===== config.mk =====
export PLATFORM = sky130hd
export DESIGN_NAME = static_bpu
export DESIGN_NICKNAME = d
export VERILOG_FILES = /design/src/logic/fetch_pkg.sv /design/src/logic/bpu_pkg.sv /design/src/logic/static_bpu.sv
export SDC_FILE = /design/constraint.sdc
export NUM_CORES = 1
export LEC_CHECK = 0
export ABC_CLOCK_PERIOD_IN_PS = 12100
export BUFFER_PORTS_ARGS = -buffer_cell sky130_fd_sc_hd__buf_2
export CORE_MARGIN = 2
export CORE_UTILIZATION = 40
export DETAILED_ROUTE_END_ITERATION = 8
export PLACE_DENSITY = 0.69
export SETUP_SLACK_MARGIN = 0.3
export SLEW_MARGIN = 15
export SYNTH_ARGS = -nofsm -noshare
export SYNTH_HDL_FRONTEND = slang
export SYNTH_SLANG_ARGS = --single-unit

===== constraint.sdc =====
create_clock -name vclk -period 12.1
set_input_delay 2.42 -clock vclk [all_inputs]
set_output_delay 2.42 -clock vclk [all_outputs]
set_load 0.02 [all_outputs]

===== src/logic/fetch_pkg.sv =====
// Fetch datapath types shared by the PC generator, arbiter, memory and top level.
// Addresses are byte addresses; instructions are 32-bit and word aligned.
// A fetch covers two consecutive words, pc and pc+4. No compressed support.

`default_nettype none

package fetch_pkg;

    localparam int XLEN = 32;  // data and address width

    typedef logic [XLEN-1:0] addr_t;  // byte address of an instruction
    typedef logic [XLEN-1:0] inst_t;  // raw instruction word

    // read request from the PC generator, memory returns words at pc and pc+4
    typedef struct packed {
        logic  re;  // read strobe, level while a fetch is wanted
        addr_t pc;  // pc of slot 0
    } fetch_req_t;

    // fetch packet as seen by decode
    typedef struct packed {
        addr_t pc0;          // pc of slot 0, slot 1 sits at pc0+4
        inst_t inst0;
        inst_t inst1;
        logic  valid0;
        logic  valid1;       // low after a taken slot 0
        logic  pred_br0;     // slot 0 is a conditional branch predicted taken
        logic  pred_br1;     // same for slot 1
        logic  pred_taken;   // decoded prediction, not masked by stall
        logic  pred_slot;    // 0 = slot 0 redirects, 1 = slot 1 redirects
        addr_t pred_target;  // taken target, else pc0+4
    } fetch_pkt_t;

endpackage

`default_nettype wire

===== src/logic/bpu_pkg.sv =====
// Decode constants and result type for the static branch predictor.
// Only the RV32 conditional branch and JAL opcodes are recognised here,
// JALR is never predicted.

`default_nettype none

package bpu_pkg;

    typedef logic [6:0] opcode_t;  // inst[6:0]

    localparam opcode_t OPC_BRANCH = 7'b1100011;  // beq/bne/blt/bge/bltu/bgeu
    localparam opcode_t OPC_JAL    = 7'b1101111;

    // sign extended immediate, same width as an address
    typedef logic [fetch_pkg::XLEN-1:0] imm_t;

    // predictor result for one fetch packet
    typedef struct packed {
        logic             taken;     // redirect now, masked by stall
        fetch_pkg::addr_t target;    // target of chosen slot or its pc+4
        logic             slot;      // chosen slot, 1 only if slot 0 not taken
        logic             pred_br0;  // slot 0 backward branch
        logic             pred_br1;  // slot 1 backward branch, off if slot 1 disabled
        logic             disable1;  // slot 0 holds a valid JAL
    } bpu_pred_t;

endpackage

`default_nettype wire


===== src/logic/static_bpu.sv =====
// Static predictor for a two-wide fetch packet, purely combinational.
// Backward conditional branches and every JAL are taken, JALR never is.
// Slot 0 wins over slot 1 and a JAL in slot 0 shuts slot 1 off.
// target is only meaningful as a redirect when taken; otherwise it is
// pc+4 of slot 0. stall_i masks taken but no other field.

`timescale 1ns/1ns
`default_nettype none

module static_bpu (
    input  wire fetch_pkg::inst_t  inst0_i,
    input  wire fetch_pkg::inst_t  inst1_i,
    input  wire                    valid0_i,
    input  wire                    valid1_i,
    input  wire fetch_pkg::addr_t  pc0_i,
    input  wire fetch_pkg::addr_t  pc1_i,
    input  wire                    stall_i,   // decode hold, no redirect while high
    output bpu_pkg::bpu_pred_t     pred_o
);

    // B-type offset, bit 0 always zero
    function automatic bpu_pkg::imm_t b_imm(input fetch_pkg::inst_t inst);
        return {{20{inst[31]}}, inst[7], inst[30:25], inst[11:8], 1'b0};
    endfunction

    // J-type offset, bit 0 always zero
    function automatic bpu_pkg::imm_t j_imm(input fetch_pkg::inst_t inst);
        return {{12{inst[31]}}, inst[19:12], inst[20], inst[30:21], 1'b0};
    endfunction

    // next pc for one slot, pc+4 when the slot does not redirect
    function automatic fetch_pkg::addr_t slot_target(
        input fetch_pkg::addr_t pc,
        input logic             br,
        input logic             jal,
        input bpu_pkg::imm_t    bimm,
        input bpu_pkg::imm_t    jimm
    );
        bpu_pkg::imm_t off;
        if (br) begin
            off = bimm;
        end else if (jal) begin
            off = jimm;
        end else begin
            off = bpu_pkg::imm_t'(4);
        end
        return pc + off;
    endfunction

    bpu_pkg::opcode_t op0, op1;
    bpu_pkg::imm_t    bimm0, jimm0, bimm1, jimm1;
    logic             is_br0, is_jal0, is_br1, is_jal1;  // raw opcode matches
    logic             br0, jal0, br1, jal1;              // valid predictions
    logic             act1;                              // slot 1 still live
    logic             tk0, tk1;
    logic             from1;                             // slot 1 chosen
    fetch_pkg::addr_t tgt0, tgt1;

    assign op0 = inst0_i[6:0];
    assign op1 = inst1_i[6:0];

    assign is_br0  = (op0 == bpu_pkg::OPC_BRANCH);
    assign is_jal0 = (op0 == bpu_pkg::OPC_JAL);
    assign is_br1  = (op1 == bpu_pkg::OPC_BRANCH);
    assign is_jal1 = (op1 == bpu_pkg::OPC_JAL);

    assign bimm0 = b_imm(inst0_i);
    assign jimm0 = j_imm(inst0_i);
    assign bimm1 = b_imm(inst1_i);
    assign jimm1 = j_imm(inst1_i);

    // slot 0, sign bit of the offset decides backward
    assign br0  = valid0_i & is_br0 & bimm0[31];
    assign jal0 = valid0_i & is_jal0;

    // slot 1 is dead behind a JAL in slot 0
    assign act1 = valid1_i & ~jal0;
    assign br1  = act1 & is_br1 & bimm1[31];
    assign jal1 = act1 & is_jal1;

    assign tk0   = br0 | jal0;
    assign tk1   = br1 | jal1;
    assign from1 = tk1 & ~tk0;  // slot 0 priority

    assign tgt0 = slot_target(pc0_i, br0, jal0, bimm0, jimm0);
    assign tgt1 = slot_target(pc1_i, br1, jal1, bimm1, jimm1);

    assign pred_o.taken    = (tk0 | tk1) & ~stall_i;
    assign pred_o.target   = from1 ? tgt1 : tgt0;
    assign pred_o.slot     = from1;
    assign pred_o.pred_br0 = br0;
    assign pred_o.pred_br1 = br1;
    assign pred_o.disable1 = jal0;

endmodule

`default_nettype wire


### Word level (Yosys, flattened, before mapping)

Index checks and enable logic that the tools add are counted.

* output and inout port bits: 37
* input port bits: 131
* bits in registers: 0
* word-level logic and storage cells: 26

* eq/ne operators: 4
* mux-type cells: 5
* bitwise logic cells: 15
* add/sub/neg operators: 2

Operators with widths (number)
* 2-to-1 mux 32 bit: 5
* adder 32 bit: 2
* equality test 7 bit, second input constant: 4
* bitwise AND 1 bit: 9
* NOT 1 bit: 3
* bitwise OR 1 bit: 3

### Depth between registers and ports, before layout

Gate-level depths: netlist (run 1).

* depth in word-level cells: 9
* gate-level depth with buffers: 19
* mapped depth without buffers: 18

### Worst setup path after synthesis (run 1)

No wires, ideal clock.

* path type: input-to-output
* from: input inst0_i[5]
* to: output pred_o[34] in the netlist's numbering
* buffers on the path: 2
* slack: 2981 ps
* arrival time: 6699 ps
* stages: 19
* data required time: 9680 ps
* cell sequence: and4b_1 -> nand3_1 -> nor2_2 -> or4b_1 -> buf_2 -> nor3_2 -> buf_2 -> mux2i_1 -> nor3_1 -> ha_1 -> a21oi_1 -> nor2_1 -> a2111oi_2 -> a211oi_1 -> a2111oi_2 -> nor4_1 -> a2111oi_2 -> xor2_1 -> mux2i_1

RTL lines
* start: declaration: line static_bpu.sv:11 `input wire fetch_pkg::inst_t inst0_i,`
* end: declaration: line static_bpu.sv:18 `output bpu_pkg::bpu_pred_t pred_o`

==> flow_summary.ini, run 1 <==
[synthesis]
synth_nets = 743
ys_seq_area_share_pct = 0
syn_area_um2 = 3880
syn_inst = 550
synth.distinct_cells = 68
yosysMostFrequentCell = a21oi_1
synth.top_cells.by_count = a21oi_1, ha_1, nand2_1
yosys.area.top_type = ha_1
syn_avg_cell_area_um2 = 7.06
yosys-top-cells-area = ha_1, a21oi_1, a21o_1
synth_top_area_share_pct = 19.3
yosys_warnings = 0

[timing]
fin_crit_ns = 10.15
tightestPinTransition_ns = 0.962
drv_slew = 0
setup_violations = 0
slew_headroom_pct = 35.5
fin_tns_setup_ns = 0
final_hold_viol_count = 0
clock.fmax_mhz = 98.5
rsz0062_at_grt = no
timing.final.crit_share_pct = 83.9
fin_ws_ns = 1.95

[worst_setup_path]
critPathTopFamily = simple AND/OR/NAND/NOR gates
worst_setup_path_start_kind = primary input
max_stage_delay_ns = 0.82
required_ns = 9.68
worstSetupPathType = primary input to output pin
end_kind = output pin
cp_slowest_cell = nor3_2
path_cells = buf_2, and4b_1, nand3_1, nor2_2, or4b_1, nor3_2, mux2i_1, nor3_1, ha_1, fa_1, a21o_1, a21o_1, a21oi_1, o211ai_1, a211oi_1, o21ai_0, a221oi_1, mux2i_1, o211ai_1, buf_2
worst-path-max-fanout = 15
crit_buf_inv = 2
cp.arrival_ns = 7.73

[global_routing]
grt_use_total_pct = 21.4
grt_remaining_overflow = 0
grt_start_max_net_pins = 41
grt_busiest_layer = met2
use_met3_pct = 1.63
met1_usage_pct = 25.7
antenna_found_initial = 0
use_met2_pct = 42.0
grt_pass1_vias = 4398
grt_pass1_wl_um = 18900

[routing]
drc = 0
via_count = 4564
drtAntennaViolNets = 0
dr.pass1.iters = 4
drtIter0Drc = 157
wl_per_cell_um = 14.7
via_per_inst = 5.53
drt_wl_total_um = 12200

[finish]
finalInstanceArea_um2 = 4750
syn_to_final_growth_pct = 22.5
numSequentialCells = 0
final_cells = 825
insertedDiodeCount = 0
drive_above_1_share_pct = 27.2
regArea_um2 = 0
fin_util_pct = 51.0
n_clock_buffer = 0
num-nets-final = 891

[floorplan]
coreArea_um2 = 9330
fp-row-count = 35
die_x_um = 103
start_util_pct = 41.6
die_y_um = 103
io_pins = 168
die_area_um2 = 10500

[worst_hold_path]
hold_class = primary input to output pin

[power_and_ir_drop]
ir_worst_vdd_mv = 0.00933
power.density_nw_per_um2 = 20.5
leakagePower_nw = 2.58

[place]
dp_hpwl_um = 10400
placedCellCount = 825
place_ws_ns = 1.96
port_buffers = 168
dpl_cell_area_um2 = 4750
gp_congestion = 0.918

[outcome]
status = finished clean

[job]
max-cap-violations = 0

[clocking]
cts_setup_buffers = 0
holdBufCountCts = 0
cts_resized = 0
layout make-up:
type / instances / area (um^2)
Tap cell: 129 / 161
Multi-Input combinational cell: 511 / 3680
Timing Repair Buffer: 169 / 848
Inverter: 16 / 60.1
Fill cell: 1007 / 4570
where the power goes:
| part | internal, W | switching (W) | leakage (nW) | total [W] |
|---|---|---|---|---|
| Clock | 0 | 0 | 0 | 0 |
| Sequential | 0 | 0 | 0 | 0 |
| Combinational | 0.0000434 | 0.0000542 | 2.58 | 0.0000976 |
| Total | 0.0000434 | 0.0000542 | 2.58 | 0.0000976 |
per-stage QoR:
step | hold slack (ns) | total power (W)
2_1_floorplan | 4.92 | 0.0000575
3_3_place_gp | 5.12 | 0.0000962
3_5_place_dp | 5.12 | 0.0000971
4_1_cts | 5.12 | 0.0000976
5_1_grt | 5.12 | 0.000107
6_report | 5.11 | 0.0000976
routing by layer:
metal | vias up | wire (um)
met3 | 14 | 816
li1 | 2355 | -
met1 | 2044 | 5180
met5 | - | 0
met4 | 0 | 180
met2 | 151 | 5980
final timing paths:
path                  startpoint    endpoint  cells past startpoint
worst max-delay path  inst0_i[5]  pred_o[33]                     20
worst min-delay path     stall_i  pred_o[36]                      3
cell usage in the layout (no fill, tap or decap), types with 15 or more instances in the layout:
cell type | synthesis | routed
a21oi_1 | 63 | 63
a21o_1 | 35 | 35
nand2_1 | 57 | 57
xor2_1 | 29 | 29
xnor2_1 | 26 | 26
ha_1 | 60 | 60
inv_1 | 15 | 15
nor2_1 | 30 | 30
o21ai_0 | 31 | 31
buf_2 | 10 | 168
and2_1 | 15 | 15
cell families after synthesis:
family,count (synthesis),share of synthesized area (%)
AOI/OAI and AO/OA,216,37.7
xor gates and xnor gates,55,12.4
adders and majority gates,62,20.4
buffers and inverters,39,5.06
muxes,12,3.19
and+or+nand+nor,166,21.2
Power figures use the tool's default switching activity.
==> run 2, diff against run 1 <==
Settings changed: ABC_CLOCK_PERIOD_IN_PS 12100 to 10330.
Clock period 12.1 ns to 10.33 ns, I/O delays scaled along.
==> run 2 against run 1 <==
Critical path depth is 2 lower. Sequential share of layout area stayed put. Largest cell class unchanged. Final area is 0.16% higher. Via count is 1.2% higher. Non-clock buffer count is 1 higher. Power is 17% higher. Global-route usage is 0.44 points higher. Routed wire length hardly changed. Sequential cell count stayed put. Worst hold slack worse by 0.71 ns.
==> flow_summary.ini, run 2 (synthesis gave the netlist of run 1 again) <==
[timing]
setup_violations = 0
timing.final.crit_share_pct = 86.4
slew_headroom_pct = 42.3
tightestPinTransition_ns = 0.863
drv_slew = 0
fin_tns_setup_ns = 0
final_hold_viol_count = 0
clock.fmax_mhz = 112
rsz0062_at_grt = no
fin_crit_ns = 8.93

[power_and_ir_drop]
power_frac_comb_pct = 100.0
p_sw_w = 0.0000634
ir_worst_vdd_mv = 0.0116
power.density_nw_per_um2 = 24.0
total_power_w = 0.000114
swShare_pct = 55.5
seqPwrFrac_pct = 0
leakagePower_nw = 2.58
clkPwrFrac_pct = 0
internal_power_w = 0.0000508

[finish]
num-nets-final = 892
layout_commonest_cell = buf_2
multi_input_area_um2 = 3680
syn_to_final_growth_pct = 22.7
fin_util_pct = 51.1
insertedDiodeCount = 0
regArea_um2 = 0
n_fill_cell = 997
numSequentialCells = 0
drive_above_1_share_pct = 27.3
n_clock_buffer = 0
final_cell_mix = buf_2, a21oi_1, ha_1

[worst_setup_path]
path_cells = buf_2, and4b_1, nand3_1, nor2_2, or4b_1, nor2_1, and2_1, ha_1, a21oi_1, nor2_1, a2111oi_2, a211oi_1, a2111oi_2, nor4_1, a2111oi_2, xor2_1, mux2i_1, buf_2
worstSetupPathType = primary input to output pin
critPathTopFamily = simple AND/OR/NAND/NOR gates
cpMostUsedCell = a2111oi_2
crit_buf_inv = 2
cp.arrival_ns = 6.86
worst_setup_path_start_kind = primary input
cp_slowest_cell = nor2_1
end_kind = output pin
max_stage_delay_ns = 0.72
worst-path-max-fanout = 16
required_ns = 8.26

[routing]
wl_per_cell_um = 14.7
via_per_inst = 5.59
drt_wl_total_um = 12200
drc = 0
dr.pass1.iters = 4
drtIter0Drc = 137
via_count = 4618
drtAntennaViolNets = 0

[floorplan]
start_util_pct = 41.6
fp-row-count = 35
die_y_um = 103
die_x_um = 103
coreArea_um2 = 9330
io_pins = 168
die_area_um2 = 10500

[place]
gp_congestion = 0.900
port_buffers = 168
dp_hpwl_um = 10500

[global_routing]
antenna_found_initial = 0
grt_start_max_net_pins = 41
grt_use_total_pct = 21.8
grt_remaining_overflow = 0
grt_pass1_vias = 4446
grt_pass1_wl_um = 19300

[clocking]
cts_setup_buffers = 0
cts_resized = 0
holdBufCountCts = 0

[outcome]
status = finished clean

[worst_hold_path]
hold_class = primary input to output pin

[job]
max-cap-violations = 0
## run 2: final timing paths
path	startpoint	to	slack (ns)	depth (start not counted)
setup / recovery	inst0_i[5]	pred_o[34]	1.40	18
hold / removal	stall_i	pred_o[36]	4.40	3
## run 2: stage by stage
stage	instance area [um^2]	hold slack, ns	setup slack, ns	instances
detailed placement	4760	4.41	1.36	826
finish	4760	4.40	1.40	826
global route	4760	4.42	0.901	826
floorplan	3880	4.21	1.92	550
CTS	4760	4.41	1.34	826
global placement	4760	4.41	1.47	826
## run 2: area by class of cell
type,instances,area share [%]
multi-input cells,511,77.4
repair buffers,170,18.0
well taps,129,3.39
inverters,16,1.26
## run 2: power by group through the flow
| stage | Sequential, W | Combinational, W | Clock (W) |
|---|---|---|---|
| floorplan | 0 | 0.0000673 | 0 |
| detailed placement | 0 | 0.000114 | 0 |
| global route | 0 | 0.000126 | 0 |
| finish | 0 | 0.000114 | 0 |
| CTS | 0 | 0.000115 | 0 |
| global placement | 0 | 0.000113 | 0 |
## run 2: layer usage
metal / wire length [um] / global-route usage, %
met1: 5140 / 26.2
met2: 5970 / 41.9
met3: 820 / 2.51
met4: 227 / 3.79
met5: 0 / 0
