<file path="src/logic/fetch_pkg.sv">
// Fetch datapath types shared by the PC generator, arbiter, memory and top level.
// Addresses are byte addresses; instructions are 32-bit and word aligned.
// A fetch covers two consecutive words, pc and pc+4. No compressed support.

`default_nettype none

package fetch_pkg;

    localparam int XLEN = 32;  // data and address width

    typedef logic [XLEN-1:0] addr_t;  // byte address of an instruction
    typedef logic [XLEN-1:0] inst_t;  // raw instruction word

    // read request from the PC generator, memory returns words at pc and pc+4
    typedef struct packed {
        logic  re;  // read strobe, level while a fetch is wanted
        addr_t pc;  // pc of slot 0
    } fetch_req_t;

    // fetch packet as seen by decode
    typedef struct packed {
        addr_t pc0;          // pc of slot 0, slot 1 sits at pc0+4
        inst_t inst0;
        inst_t inst1;
        logic  valid0;
        logic  valid1;       // low after a taken slot 0
        logic  pred_br0;     // slot 0 is a conditional branch predicted taken
        logic  pred_br1;     // same for slot 1
        logic  pred_taken;   // decoded prediction, not masked by stall
        logic  pred_slot;    // 0 = slot 0 redirects, 1 = slot 1 redirects
        addr_t pred_target;  // taken target, else pc0+4
    } fetch_pkt_t;

endpackage

`default_nettype wire
</file>
<file path="src/logic/bpu_pkg.sv">
// Decode constants and result type for the static branch predictor.
// Only the RV32 conditional branch and JAL opcodes are recognised here,
// JALR is never predicted.

`default_nettype none

package bpu_pkg;

    typedef logic [6:0] opcode_t;  // inst[6:0]

    localparam opcode_t OPC_BRANCH = 7'b1100011;  // beq/bne/blt/bge/bltu/bgeu
    localparam opcode_t OPC_JAL    = 7'b1101111;

    // sign extended immediate, same width as an address
    typedef logic [fetch_pkg::XLEN-1:0] imm_t;

    // predictor result for one fetch packet
    typedef struct packed {
        logic             taken;     // redirect now, masked by stall
        fetch_pkg::addr_t target;    // target of chosen slot or its pc+4
        logic             slot;      // chosen slot, 1 only if slot 0 not taken
        logic             pred_br0;  // slot 0 backward branch
        logic             pred_br1;  // slot 1 backward branch, off if slot 1 disabled
        logic             disable1;  // slot 0 holds a valid JAL
    } bpu_pred_t;

endpackage

`default_nettype wire

</file>
<file path="src/logic/fetch_pc_gen.sv">
// Fetch PC, read issue and fetch packet formation.
// Each granted cycle fetches pc and advances pc by 8. A taken packet
// redirects pc to its target; the read issued in that same cycle is
// dropped by an epoch tag, which costs one bubble.
// stall_i holds the packet on the output and stops new reads; the
// packet's prediction acts in the first cycle stall_i is low.

`timescale 1ns/1ns
`default_nettype none

module fetch_pc_gen #(
    parameter fetch_pkg::addr_t RESET_PC = '0
) (
    input  wire                     clk_i,
    input  wire                     rst_n_i,
    input  wire                     stall_i,
    output fetch_pkg::fetch_req_t   fetch_req_o,
    input  wire                     fetch_gnt_i,
    input  wire                     rvalid_i,      // words of last cycle's read are back
    input  wire fetch_pkg::inst_t   rdata0_i,
    input  wire fetch_pkg::inst_t   rdata1_i,
    input  wire bpu_pkg::bpu_pred_t pred_i,
    output fetch_pkg::inst_t        bpu_inst0_o,
    output fetch_pkg::inst_t        bpu_inst1_o,
    output fetch_pkg::addr_t        bpu_pc0_o,
    output fetch_pkg::addr_t        bpu_pc1_o,
    output logic                    bpu_valid0_o,
    output logic                    bpu_valid1_o,
    output fetch_pkg::fetch_pkt_t   pkt_o,
    output logic                    pkt_valid_o
);

    typedef enum logic {
        RUN,   // packets follow returned reads
        HOLD   // decode stalled, current packet kept on the output
    } state_t;

    state_t           state_q, state_d;
    fetch_pkg::addr_t pc_q;       // next address to fetch
    fetch_pkg::addr_t ret_pc_q;   // pc0 of the words on rdata
    logic             epoch_q;    // flips on every redirect
    logic             ret_tag_q;  // epoch of the read in flight
    logic             issue;      // read accepted this cycle
    logic             live;       // returned read still on the right path
    logic             redirect;
    logic             taken_raw;  // prediction without the stall mask

    // request every cycle decode can take more
    assign fetch_req_o.re = ~stall_i;
    assign fetch_req_o.pc = pc_q;
    assign issue          = fetch_req_o.re & fetch_gnt_i;

    assign live        = rvalid_i & (ret_tag_q == epoch_q);
    assign pkt_valid_o = (state_q == HOLD) | live;
    assign redirect    = pkt_valid_o & pred_i.taken;  // taken already masked by stall

    always_comb begin
        state_d = state_q;
        case (state_q)
            RUN: begin
                if (live && stall_i) begin
                    state_d = HOLD;  // no reads under stall, rdata stays
                end
            end
            HOLD: begin
                if (!stall_i) begin
                    state_d = RUN;  // packet consumed this cycle
                end
            end
            default: state_d = RUN;
        endcase
    end

    always_ff @(posedge clk_i) begin
        if (!rst_n_i) begin
            state_q   <= RUN;
            pc_q      <= RESET_PC;
            epoch_q   <= 1'b0;
            ret_tag_q <= 1'b0;
        end else begin
            state_q <= state_d;
            if (redirect) begin
                pc_q    <= pred_i.target;
                epoch_q <= ~epoch_q;  // kills the read issued this cycle
            end else if (issue) begin
                pc_q <= pc_q + fetch_pkg::addr_t'(8);
            end
            if (issue) begin
                ret_tag_q <= epoch_q;
            end
        end
    end

    // pc of the pair now being read
    always_ff @(posedge clk_i) begin
        if (issue) begin
            ret_pc_q <= pc_q;
        end
    end

    // predictor sees the candidate packet
    assign bpu_inst0_o  = rdata0_i;
    assign bpu_inst1_o  = rdata1_i;
    assign bpu_pc0_o    = ret_pc_q;
    assign bpu_pc1_o    = ret_pc_q + fetch_pkg::addr_t'(4);
    assign bpu_valid0_o = pkt_valid_o;
    assign bpu_valid1_o = pkt_valid_o;

    // slot 0 taken in any form, or slot 1 chosen
    assign taken_raw = pred_i.pred_br0 | pred_i.disable1 | pred_i.slot;

    always_comb begin
        pkt_o.pc0         = ret_pc_q;
        pkt_o.inst0       = rdata0_i;
        pkt_o.inst1       = rdata1_i;
        pkt_o.valid0      = pkt_valid_o;
        // slot 1 dropped behind a JAL or a taken branch in slot 0
        pkt_o.valid1      = pkt_valid_o & ~pred_i.disable1
                          & ~(pred_i.pred_br0 & ~pred_i.slot);
        pkt_o.pred_br0    = pred_i.pred_br0;
        pkt_o.pred_br1    = pred_i.pred_br1;
        pkt_o.pred_taken  = taken_raw;  // stable while held
        pkt_o.pred_slot   = pred_i.slot;
        pkt_o.pred_target = pred_i.target;
    end

endmodule

`default_nettype wire

</file>
<file path="config.mk">
export PLATFORM = sky130hd
export DESIGN_NAME = fetch_pc_gen
export DESIGN_NICKNAME = d
export VERILOG_FILES = /design/src/logic/fetch_pkg.sv /design/src/logic/bpu_pkg.sv /design/src/logic/fetch_pc_gen.sv
export SDC_FILE = /design/constraint.sdc
export NUM_CORES = 1
export LEC_CHECK = 0
export ABC_AREA = 1
export ABC_CLOCK_PERIOD_IN_PS = 2950
export BUFFER_PORTS_ARGS = -buffer_cell sky130_fd_sc_hd__buf_4
export CORE_AREA = 2 2 158 160
export CTS_CLUSTER_SIZE = 40
export DETAILED_ROUTE_END_ITERATION = 16
export DIE_AREA = 0 0 160 162
export PLACE_DENSITY = 0.5
export SYNTH_ARGS = -nofsm -noshare
export SYNTH_HDL_FRONTEND = slang
export SYNTH_SLANG_ARGS = --single-unit
</file>
<file path="constraint.sdc">
create_clock -name clk_i -period 2.95 [get_ports clk_i]
set_input_delay 0.59 -clock clk_i [delete_from_list [all_inputs] [get_ports clk_i]]
set_output_delay 0.59 -clock clk_i [all_outputs]
set_load 0.01 [all_outputs]
</file>
Word level (Yosys, flattened, before mapping)
Cells that the tools add are included.
{"block": "word_totals", "ff_bits": 67, "inputBits": 106, "output_inout_bits": 298, "elab_cells": 30}
{"block": "classes", "n_reduce_logical": 2, "n_eq_ne": 1, "bitwise": 15, "mux": 5, "addsub": 2}
{"operator": "$mux 32", "count": 2}
{"operator": "$add 32x3->32 const B", "count": 1}
{"operator": "$add 32x4->32 const B", "count": 1}
{"operator": "$and 1x1->1", "count": 6}
{"operator": "$not 1->1", "count": 6}
{"operator": "$or 1x1->1", "count": 3}
{"operator": "$mux 1", "count": 2}
{"operator": "$pmux 1 s2", "count": 1}
{"operator": "$reduce_bool 2->1", "count": 1}
{"operator": "$eq 1x1->1", "count": 1}
{"operator": "$logic_and 1x1->1", "count": 1}

Longest topological paths before layout
Gate-level depths: netlist of run 1.
{"block": "logic_depth", "word_depth": 5, "ltp_mapped": 11, "mapped_depth_nobuf": 11}

Least setup slack after synthesis of run 1
No wires, ideal clock.
{"block": "synth_timing", "path_type": "reg-to-output", "from": "reg ret_pc_q[2] (netlist: bpu_pc0_o[2])", "to": "out bpu_pc1_o[26]", "arrival_time_ns": 1.588, "stages_incl_launch_ff": 8, "required_ns": 2.360, "slack_ns": 0.772, "path_buffers": 0, "cell_sequence": "edfxtp_1 ha_1 nand2_2 nor2_4 nand3_2 nor3_1 nand4_1 xnor2_1"}
{"block": "synth_between", "elab_chain_len": 1}
{"item": "start: declaration", "line": "fetch_pc_gen.sv:40", "rtl": "fetch_pkg::addr_t ret_pc_q;"}
{"item": "start signal: assignment", "line": "fetch_pc_gen.sv:97", "rtl": "ret_pc_q <= pc_q;"}
{"item": "$add 32x3->32", "line": "fetch_pc_gen.sv:105", "rtl": "assign bpu_pc1_o = ret_pc_q + fetch_pkg::addr_t'(4);"}
{"item": "end: declaration", "line": "fetch_pc_gen.sv:26", "rtl": "output fetch_pkg::addr_t bpu_pc1_o,"}
No other way between the ends.

Worst setup path after layout of run 1
{"block": "layout_timing", "from": "reg ret_pc_q[15] (netlist: bpu_pc0_o[15])", "to": "out bpu_pc1_o[31]"}
Same word-level chain as after synthesis.

==> flow_metrics.py, run 1 <==
metrics = {
    "hold_path": {
        "hold_class": "flip-flop to flip-flop",
        "min_to": "bpu_pc0_o[1]$_DFFE_PP_",
        "min_from": "pc_q[1]$_SDFFE_PN0P_",
        "whs_path_depth": 0,
    },
    "drt": {
        "dr.pass1.iters": 5,
        "drc_errors": 0,
        "vias": 4799,
        "drt_iter0_drc": 309,
        "via_per_inst": 4.29,
        "routed_wl_um": 22000,
        "routedWlPerCell_um": 19.7,
        "postRouteAntennaNets": 0,
    },
    "yosys": {
        "synth.most_common_cell": "buf_4",
        "synth.net_count": 887,
        "ys.warnings.count": 0,
        "yosys.cell_types.count": 34,
        "ys_top_cells_by_count": "204 x buf_4, 176 x nand2_1, 81 x nor2_1",
        "async_flop_share_pct": 0,
        "synth_edf_count": 32,
        "synth_top_area_share_pct": 27.2,
        "ys.flop_type": "dfxtp_1",
        "synth_seq_cells": 67,
        "synth_area_mm2": 0.00563,
        "syn-instance-count": 779,
        "synth.avg_cell_area_um2": 7.23,
        "yosysSeqAreaShare_pct": 29.5,
        "synthTopCellsByArea": "buf_4 27%, edfxtp_1 17%, dfxtp_1 12%, nand2_1 12%, nor2_1 5.4%",
        "synth.largest_area_cell": "buf_4",
    },
    "sta": {
        "post-route-period-util_pct": 92.5,
        "hold_viol": 0,
        "max_freq_mhz": 367,
        "slew_violations": 0,
        "rsz0062_at_grt": "false",
        "worst_slew_margin_rel_pct": 53.7,
        "fin_tns_setup_ps": 0,
        "setup_viol": 0,
        "worst_pin_slew_ps": 694,
        "fin_crit_ps": 2730,
        "finClkSkew_ps": 6.85,
        "fin_ws_ps": 222,
    },
    "clock_tree": {
        "clkLatencyLatePin_ps": 340,
        "clkSinkCount": 67,
        "clock-root-buffer": "clkbuf_16",
        "h-tree-depth": 3,
        "clockBufferDepth": 2,
        "cts_made_buffers": 9,
        "cts_tree": "built",
        "clk_pin_slew_ps": 50,
    },
    "placement": {
        "io_buffers": 209,
        "place_congestion": 0.842,
        "dp_hpwl_um": 18400,
        "dp_slack_ps": 296,
    },
    "power_and_ir_drop": {
        "vdd_drop_max_mv": 0.226,
        "power.density_mw_per_mm2": 437,
        "leakage_nw": 2.72,
    },
    "setup_path": {
        "slowest_delay_ps": 570,
        "crit_buf_inv": 1,
        "critPathSlowestCell": "edfxtp_1",
        "path_common_cell": "nand2_1",
        "reg2reg_depth": 11,
        "r2r-start": "epoch_q$_SDFFE_PN0P_",
        "r2r-end": "pc_q[4]$_SDFFE_PN0P_",
        "critPathKind": "flip-flop to primary output",
        "cp-end-kind": "primary output",
        "crit_required_ps": 2360,
        "cp_cell_sequence": "nand2_1 > nor2_2 > nand2_1 > nor4_2 > nand2_1 > xnor2_1 > buf_4",
        "cp-start-kind": "flip-flop",
        "cp.arrival_ps": 2140,
        "critical_path.top_delay_family": "simple AND/OR/NAND/NOR gates",
        "reg2reg_slack_ps": 980,
        "crit_fanout": 6,
    },
    "finish": {
        "areaGrowthSynthToFinish_pct": 12.9,
        "fillers": 2707,
        "final_nets": 897,
        "drive_gt1_share_pct": 32.6,
        "diodes": 0,
    },
    "global_routing": {
        "antenna_found_initial": 1,
        "grt_pass1_wl_um": 30200,
        "grt_pass1_vias": 4412,
        "grt_use_total_pct": 16.1,
        "grt_max_degree": 44,
        "grt_overflow_total": 0,
    },
    "die": {
        "coreArea_mm2": 0.0241,
        "dieWidth_um": 160,
        "floorplan.die_area_mm2": 0.0259,
        "row_count": 57,
        "initial_utilization_pct": 23.4,
        "ios": 404,
        "die_height_um": 162,
    },
    "run_status": {
        "outcome": "finished clean",
    },
    "job": {
        "maxCapViolCount": 0,
    },
}
-- kinds of logic (layout without fill, tap and decap cells) --
family / count (synthesis) / in the layout / share of synthesized area [%]
buffers and inverters: 275 / 290 / 32.4
and+or+nand+nor: 360 / 360 / 28.6
DFF: 67 / 67 / 29.5
adders and majority gates: 2 / 2 / 0.444
AOI/OAI and AO/OA: 42 / 42 / 3.93
xor gates and xnor gates: 33 / 33 / 5.13
-- worst max path at each step --
| stage | start | end | slack [ps] | cells past startpoint |
|---|---|---|---|---|
| after detailed placement | bpu_pc0_o[15]$_DFFE_PP_ | bpu_pc1_o[31] | 300 | 7 |
| final | bpu_pc0_o[15]$_DFFE_PP_ | bpu_pc1_o[31] | 220 | 7 |
| after floorplan | bpu_pc0_o[2]$_DFFE_PP_ | bpu_pc1_o[26] | 770 | 7 |
| after CTS | bpu_pc0_o[2]$_DFFE_PP_ | bpu_pc1_o[26] | 60 | 8 |
| after global placement | bpu_pc0_o[19]$_DFFE_PP_ | bpu_pc1_o[31] | 250 | 7 |
| after global routing | bpu_pc0_o[15]$_DFFE_PP_ | bpu_pc1_o[31] | 9 | 7 |
-- flip-flops by register name (all words and copies together), names as in the netlist --
register and cells:
bpu_pc0_o 32, epoch_q 1, pc_q 32, ret_tag_q 1, state_q 1
-- per-stage QoR --
stage	cell area [um2]	cells	hold WS, ps	total power, mW	utilization [%]
finish	6360	1118	469	2.78	26.4
global route	6360	1118	479	2.91	26.4
floorplan	5630	779	443	1.63	-
detailed placement	6040	1100	457	1.73	25.0
CTS	6340	1116	473	2.81	26.3
global placement	6040	1100	447	1.73	25.0
-- layout make-up --
cell class / instances / area [um2] / share of cell area (%)
Inverter: 62 / 236 / 3.72
Multi-Input combinational cell: 437 / 2160 / 33.9
Tap cell: 324 / 405 / 6.38
Timing Repair Buffer: 212 / 1600 / 25.2
Clock inverter: 7 / 67.6 / 1.06
Sequential cell: 67 / 1660 / 26.1
Clock buffer: 9 / 225 / 3.54
-- cells in the final DEF (no fill, tap or decap), types with 4 or more instances in the layout --
master / count
a21oi_1: 20
buf_4: 211
clkbuf_16: 9
dfxtp_1: 35
edfxtp_1: 32
inv_1: 57
nand2_1: 176
nand2_2: 7
nand3_1: 42
nand4_1: 13
nor2_1: 81
nor2_2: 5
nor2_4: 4
nor3_1: 13
o21ai_0: 16
xnor2_1: 10
xor2_1: 23
-- metal layers --
layer,vias up,part of all wire (%),track usage (%)
met5,-,0.48,3.60
met4,6,2.7,6.02
met3,29,13,8.22
met2,335,47,26.4
met1,2133,37,17.7
li1,2296,-,-
-- where the power goes --
part	total [mW]	switching (mW)	leakage, nW	internal, mW
clock network	1.08	0.426	0.139	0.651
registers	1.15	0.108	0.595	1.04
logic	0.552	0.295	1.99	0.257
-- what timing repair did --
item / in CTS / in global routing
hold buffers: 0 / 0
setup endpoints to repair: 1 / 2
gates resized for setup: 1 / 1
setup buffers: 0 / 2
(Power assumes the default switching activity.)
==> run 2, diff against run 1 <==
--- a/config.mk
+++ b/config.mk
@@ -9,6 +9,7 @@
 export ABC_CLOCK_PERIOD_IN_PS = 2950
 export BUFFER_PORTS_ARGS = -buffer_cell sky130_fd_sc_hd__buf_4
 export CORE_AREA = 2 2 158 160
+export CTS_BUF_LIST = sky130_fd_sc_hd__clkbuf_2 sky130_fd_sc_hd__clkbuf_4 sky130_fd_sc_hd__clkbuf_8
 export CTS_CLUSTER_SIZE = 40
 export DETAILED_ROUTE_END_ITERATION = 16
 export DIE_AREA = 0 0 160 162
==> run 2 against run 1 <==
Die area unchanged. Utilization decreased by 0.25 points. Largest cell class unchanged. Via count increased by 0.52%. First-iteration DRC count decreased by 2.6%.
==> flow_metrics.py, run 2 (synthesized netlist as in run 1, its figures left out) <==
metrics = {
    "setup_path": {
        "crit_start": "bpu_pc0_o[2]$_DFFE_PP_",
        "critPathKind": "flip-flop to primary output",
        "cp-end-kind": "primary output",
        "slowest_delay_ps": 420,
        "crit_required_ps": 2360,
        "r2r-start": "epoch_q$_SDFFE_PN0P_",
        "path_common_cell": "nor2_4",
        "cp.arrival_ps": 2140,
        "cp_cell_sequence": "ha_1 > nand2_2 > nor2_4 > nand3_4 > nor2_4 > nand4_2 > nor2_1 > xor2_1 > buf_4",
        "crit_fanout": 5,
        "crit_buf_inv": 1,
        "critical_path.top_delay_family": "simple AND/OR/NAND/NOR gates",
        "cp-start-kind": "flip-flop",
        "critPathSlowestCell": "edfxtp_1",
    },
    "hold_path": {
        "hold_class": "flip-flop to flip-flop",
        "min_from": "ret_tag_q$_SDFFE_PN0P_",
    },
    "clock_tree": {
        "clkSinkCount": 67,
        "h-tree-depth": 3,
        "clkLatencyLatePin_ps": 360,
        "cts_hold_buf": 0,
        "cts_made_buffers": 9,
        "clock-root-buffer": "clkbuf_8",
        "clk_pin_slew_ps": 80,
        "cts_tree": "built",
        "clockBufferDepth": 2,
    },
    "global_routing": {
        "grt_overflow_total": 0,
        "grt_pass1_wl_um": 30100,
        "grt_use_total_pct": 16.0,
        "antenna_found_initial": 1,
        "grt_max_degree": 44,
        "grt_pass1_vias": 4408,
    },
    "drt": {
        "routedWlPerCell_um": 19.6,
        "drc_errors": 0,
        "vias": 4824,
        "routed_wl_um": 22000,
        "postRouteAntennaNets": 0,
        "via_per_inst": 4.30,
        "dr.pass1.iters": 4,
        "drt_iter0_drc": 301,
    },
    "finish": {
        "fillers": 2709,
        "final_nets": 901,
        "drive_gt1_share_pct": 33.0,
        "areaGrowthSynthToFinish_pct": 11.8,
        "design_area_mm2": 0.00630,
        "layout_commonest_cell": "buf_4",
        "final_cell_mix": "215 x buf_4, 176 x nand2_1, 81 x nor2_1",
    },
    "sta": {
        "max_freq_mhz": 366,
        "finClkSkew_ps": 15.2,
        "rsz0062_at_grt": "false",
        "worst_pin_slew_ps": 707,
        "fin_tns_setup_ps": 0,
        "setup_viol": 0,
        "hold_viol": 0,
        "fin_crit_ps": 2730,
        "slew_violations": 0,
        "worst_slew_margin_rel_pct": 52.8,
        "post-route-period-util_pct": 92.5,
    },
    "die": {
        "ios": 404,
        "dieWidth_um": 160,
        "die_height_um": 162,
        "coreArea_mm2": 0.0241,
        "floorplan.die_area_mm2": 0.0259,
        "row_count": 57,
        "initial_utilization_pct": 23.4,
    },
    "placement": {
        "place_congestion": 0.842,
        "postPlaceCellArea_mm2": 0.00604,
        "dp_hpwl_um": 18400,
        "io_buffers": 209,
    },
    "power_and_ir_drop": {
        "vdd_drop_max_mv": 0.163,
        "leakage_nw": 2.69,
        "power.density_mw_per_mm2": 393,
    },
    "job": {
        "maxCapViolCount": 0,
    },
    "run_status": {
        "outcome": "finished clean",
    },
}
## run 2: cell count changes in the layout (fill, tap and decap cells not counted)
cell       delta
diode_2       +1
nand3_4       +1
clkbuf_16     -9
buf_4         +4
nand3_2       -1
clkbuf_8      +9
## run 2: cell type report
cell class | instances | area, um2 | area share, %
Clock inverter | 7 | 67.6 | 1.07
Sequential cell | 67 | 1660 | 26.4
Tap cell | 324 | 405 | 6.44
Antenna cell | 1 | 2.50 | 0.0397
Inverter | 62 | 236 | 3.76
Timing Repair Buffer | 216 | 1630 | 26.0
Multi-Input combinational cell | 437 | 2160 | 34.4
Clock buffer | 9 | 124 | 1.97
## run 2: per-stage QoR
stage	total power [mW]	setup slack, ps	hold WS (ps)	instances	util (%)
global placement	1.73	253	447	1100	25.0
global route	2.60	17.4	483	1122	26.1
floorplan	1.63	772	443	779	-
finish	2.48	221	475	1123	26.1
detailed placement	1.73	296	457	1100	25.0
CTS	2.50	33.8	478	1116	25.9
## run 2: worst paths after layout
| path | cells after the start | slack [ps] | end |
|---|---|---|---|
| setup / recovery | 9 | 220 | bpu_pc1_o[20] |
| hold / removal | 2 | 470 | ret_tag_q$_SDFFE_PN0P_ |
| setup reg to reg | 11 | 980 | pc_q[4]$_SDFFE_PN0P_ |
| hold reg to reg | 2 | 470 | ret_tag_q$_SDFFE_PN0P_ |
## run 2: power by group
part	leakage [nW]	total (mW)	switching [mW]	internal (mW)
registers	0.595	1.14	0.106	1.04
clock network	0.0931	0.773	0.386	0.387
logic	2.01	0.560	0.300	0.260
total	2.69	2.48	0.791	1.68
## run 2: worst min-delay path, stage by stage, from the launching register on
cell	delay, ps
dfxtp_1	310
inv_1	60
a21oi_1	60
## run 2: repair_timing
item | 4_1_cts | 5_1_grt
setup endpoints to repair | 1 | 2
gates cloned | 0 | 0
setup buffers | 0 | 6
gates resized for setup | 1 | 2
## run 2: layer usage
layer	global-route usage, %	up-vias	wire length, um	part of all wire (%)
li1	-	2301	-	-
met1	17.6	2156	8310	38
met2	26.3	335	10200	46
met3	8.30	28	2800	13
met4	5.53	4	603	2.7
met5	3.60	-	91	0.41
==> run 3, diff against run 2 <==
--- a/config.mk
+++ b/config.mk
@@ -8,11 +8,11 @@
 export ABC_AREA = 1
 export ABC_CLOCK_PERIOD_IN_PS = 2950
 export BUFFER_PORTS_ARGS = -buffer_cell sky130_fd_sc_hd__buf_4
-export CORE_AREA = 2 2 158 160
+export CORE_AREA = 2 2 157 159
 export CTS_BUF_LIST = sky130_fd_sc_hd__clkbuf_2 sky130_fd_sc_hd__clkbuf_4 sky130_fd_sc_hd__clkbuf_8
 export CTS_CLUSTER_SIZE = 40
 export DETAILED_ROUTE_END_ITERATION = 16
-export DIE_AREA = 0 0 160 162
+export DIE_AREA = 0 0 159 161
 export PLACE_DENSITY = 0.5
 export SYNTH_ARGS = -nofsm -noshare
 export SYNTH_HDL_FRONTEND = slang
==> run 3 against run 2 <==
Clock-buffer cell count up 2. Register-to-register slack improved by 60 ps. Clock power rose by 12%. Design area rose by 0.14%. Die area shrank 1.2%. Worst hold slack lost 9.0 ps. Flip-flop and latch count stayed put. First-iteration DRC count is 16% lower. Power is 3.5% higher. Cell count down 0.18%. Critical endpoint is now bpu_pc1_o[31]. Highest routed layer unchanged.
==> flow_metrics.py, run 3 (synthesized netlist as in run 1, its figures left out) <==
metrics = {
    "setup_path": {
        "slowest_delay_ps": 540,
        "endpoint": "bpu_pc1_o[31]",
        "crit_buf_inv": 1,
        "reg2reg_slack_ps": 1040,
        "path_common_cell": "nand2_1",
        "critPathSlowestCell": "edfxtp_1",
        "crit_fanout": 7,
        "cp-end-kind": "primary output",
        "r2r-end": "pc_q[15]$_SDFFE_PN0P_",
        "cp.arrival_ps": 2110,
        "path_depth": 7,
        "critical_path.top_delay_family": "simple AND/OR/NAND/NOR gates",
        "cp_cell_sequence": "nand2_1 > nor2_2 > nand2_1 > nor4_2 > nand2_1 > xnor2_1 > buf_4",
        "reg2reg_depth": 10,
        "cp-start-kind": "flip-flop",
        "r2r-start": "pc_q[3]$_SDFFE_PN0P_",
        "crit_start": "bpu_pc0_o[18]$_DFFE_PP_",
        "crit_required_ps": 2360,
        "critPathKind": "flip-flop to primary output",
    },
    "die": {
        "dieWidth_um": 159,
        "floorplan.die_area_mm2": 0.0256,
        "row_count": 57,
        "die_height_um": 161,
        "initial_utilization_pct": 23.5,
        "ios": 404,
        "coreArea_mm2": 0.0240,
    },
    "sta": {
        "hold_viol": 0,
        "finClkSkew_ps": 7.31,
        "fin_crit_ps": 2700,
        "fin_tns_setup_ps": 0,
        "rsz0062_at_grt": "false",
        "setup_viol": 0,
        "post-route-period-util_pct": 91.5,
        "worst_slew_margin_rel_pct": 53.3,
        "fin_ws_ps": 251,
        "slew_violations": 0,
        "worst_pin_slew_ps": 700,
        "max_freq_mhz": 371,
    },
    "finish": {
        "drive_gt1_share_pct": 33.0,
        "fillers": 2709,
        "layout_commonest_cell": "buf_4",
        "final_cells": 1121,
        "areaGrowthSynthToFinish_pct": 12.0,
        "final_nets": 900,
        "final_cell_mix": "215 x buf_4, 176 x nand2_1, 81 x nor2_1",
        "diodes": 0,
    },
    "hold_path": {
        "hold_class": "flip-flop to flip-flop",
    },
    "drt": {
        "postRouteAntennaNets": 0,
        "routedWlPerCell_um": 20.0,
        "drt_iter0_drc": 254,
        "via_per_inst": 4.25,
        "routed_wl_um": 22400,
        "drc_errors": 0,
        "vias": 4763,
        "dr.pass1.iters": 4,
    },
    "clock_tree": {
        "h-tree-depth": 3,
        "clkSinkCount": 67,
        "clkLatencyLatePin_ps": 350,
        "cts_tree": "built",
        "clockBufferDepth": 2,
        "clock-root-buffer": "clkbuf_8",
        "cts_hold_buf": 0,
        "clk_pin_slew_ps": 70,
        "cts_made_buffers": 9,
    },
    "placement": {
        "dp_cells": 1102,
        "dp_slack_ps": 323,
        "dp_hpwl_um": 18800,
        "io_buffers": 209,
        "place_congestion": 0.836,
    },
    "run_status": {
        "outcome": "finished clean",
    },
    "global_routing": {
        "grt_overflow_total": 0,
        "grt_pass1_vias": 4526,
        "grt_use_total_pct": 16.9,
        "grt_max_degree": 27,
        "antenna_found_initial": 0,
        "grt_pass1_wl_um": 31700,
    },
    "power_and_ir_drop": {
        "power.density_mw_per_mm2": 406,
        "vdd_drop_max_mv": 0.222,
        "leakage_nw": 2.71,
    },
    "job": {
        "maxCapViolCount": 0,
    },
}
==> run 3: cell count changes in the layout (fill, tap and decap cells not counted), sizes merged <==
cell      before  now
clkbuf         9   11
inv           62   61
buf          216  215
clkinvlp       2    1
diode          1    0
clkinv         4    3
bufinv         1    2
==> run 3: area by class of cell <==
cell class                 instances  area (um2)  area share (%)
clock buffer                      11         139            2.20
multi-input combinational        437        2170            34.4
sequential                        67        1660            26.4
inverter                          62         236            3.75
timing repair buffer             215        1610            25.6
tap                              324         405            6.43
clock inverter                     5        77.6            1.23
==> run 3: where the power goes <==
part / switching [mW] / internal [mW]
sequential: 0.105 / 1.04
clock: 0.371 / 0.492
combinational: 0.298 / 0.258
total: 0.774 / 1.79
==> run 3: stage by stage <==
stage / utilization [%] / hold slack, ps / cell area [um2] / total power, mW
finish: 26.3 / 466 / 6300 / 2.56
global route: 26.3 / 479 / 6300 / 2.69
CTS: 26.2 / 469 / 6270 / 2.60
detailed placement: 25.2 / 452 / 6040 / 1.73
global placement: 25.2 / 447 / 6040 / 1.73
floorplan: - / 443 / 5630 / 1.63
==> run 3: worst reg2reg max path, delay by kind of cell (launching register included) <==
kind | cells | cell delay [ps]
fa+ha+maj | 1 | 270
buf+inv | 1 | 30
simple gates | 8 | 1010
flops | 1 | 500
==> run 3: worst min-delay path by stage <==
stage	start	end	depth (start not counted)
floorplan	ret_tag_q$_SDFFE_PN0P_	ret_tag_q$_SDFFE_PN0P_	2
global placement	pc_q[0]$_SDFFE_PN0P_	bpu_pc0_o[0]$_DFFE_PP_	0
detailed placement	pc_q[0]$_SDFFE_PN0P_	bpu_pc0_o[0]$_DFFE_PP_	0
CTS	pc_q[0]$_SDFFE_PN0P_	bpu_pc0_o[0]$_DFFE_PP_	0
global route	pc_q[0]$_SDFFE_PN0P_	bpu_pc0_o[0]$_DFFE_PP_	0
finish	pc_q[0]$_SDFFE_PN0P_	bpu_pc0_o[0]$_DFFE_PP_	0
==> run 3: layer usage <==
metal,global-route usage (%),part of all wire [%],vias to the layer above
met3,8.04,12,17
met2,28.6,48,314
met4,3.68,0.87,4
met1,19.3,39,2127
met5,3.41,0.46,-
li1,-,-,2301
==> run 3: repair_timing <==
item                                    4_1_cts  5_1_grt
setup buffers                                 0        3
endpoints found under the setup margin        2        2
resized for setup                             2        2
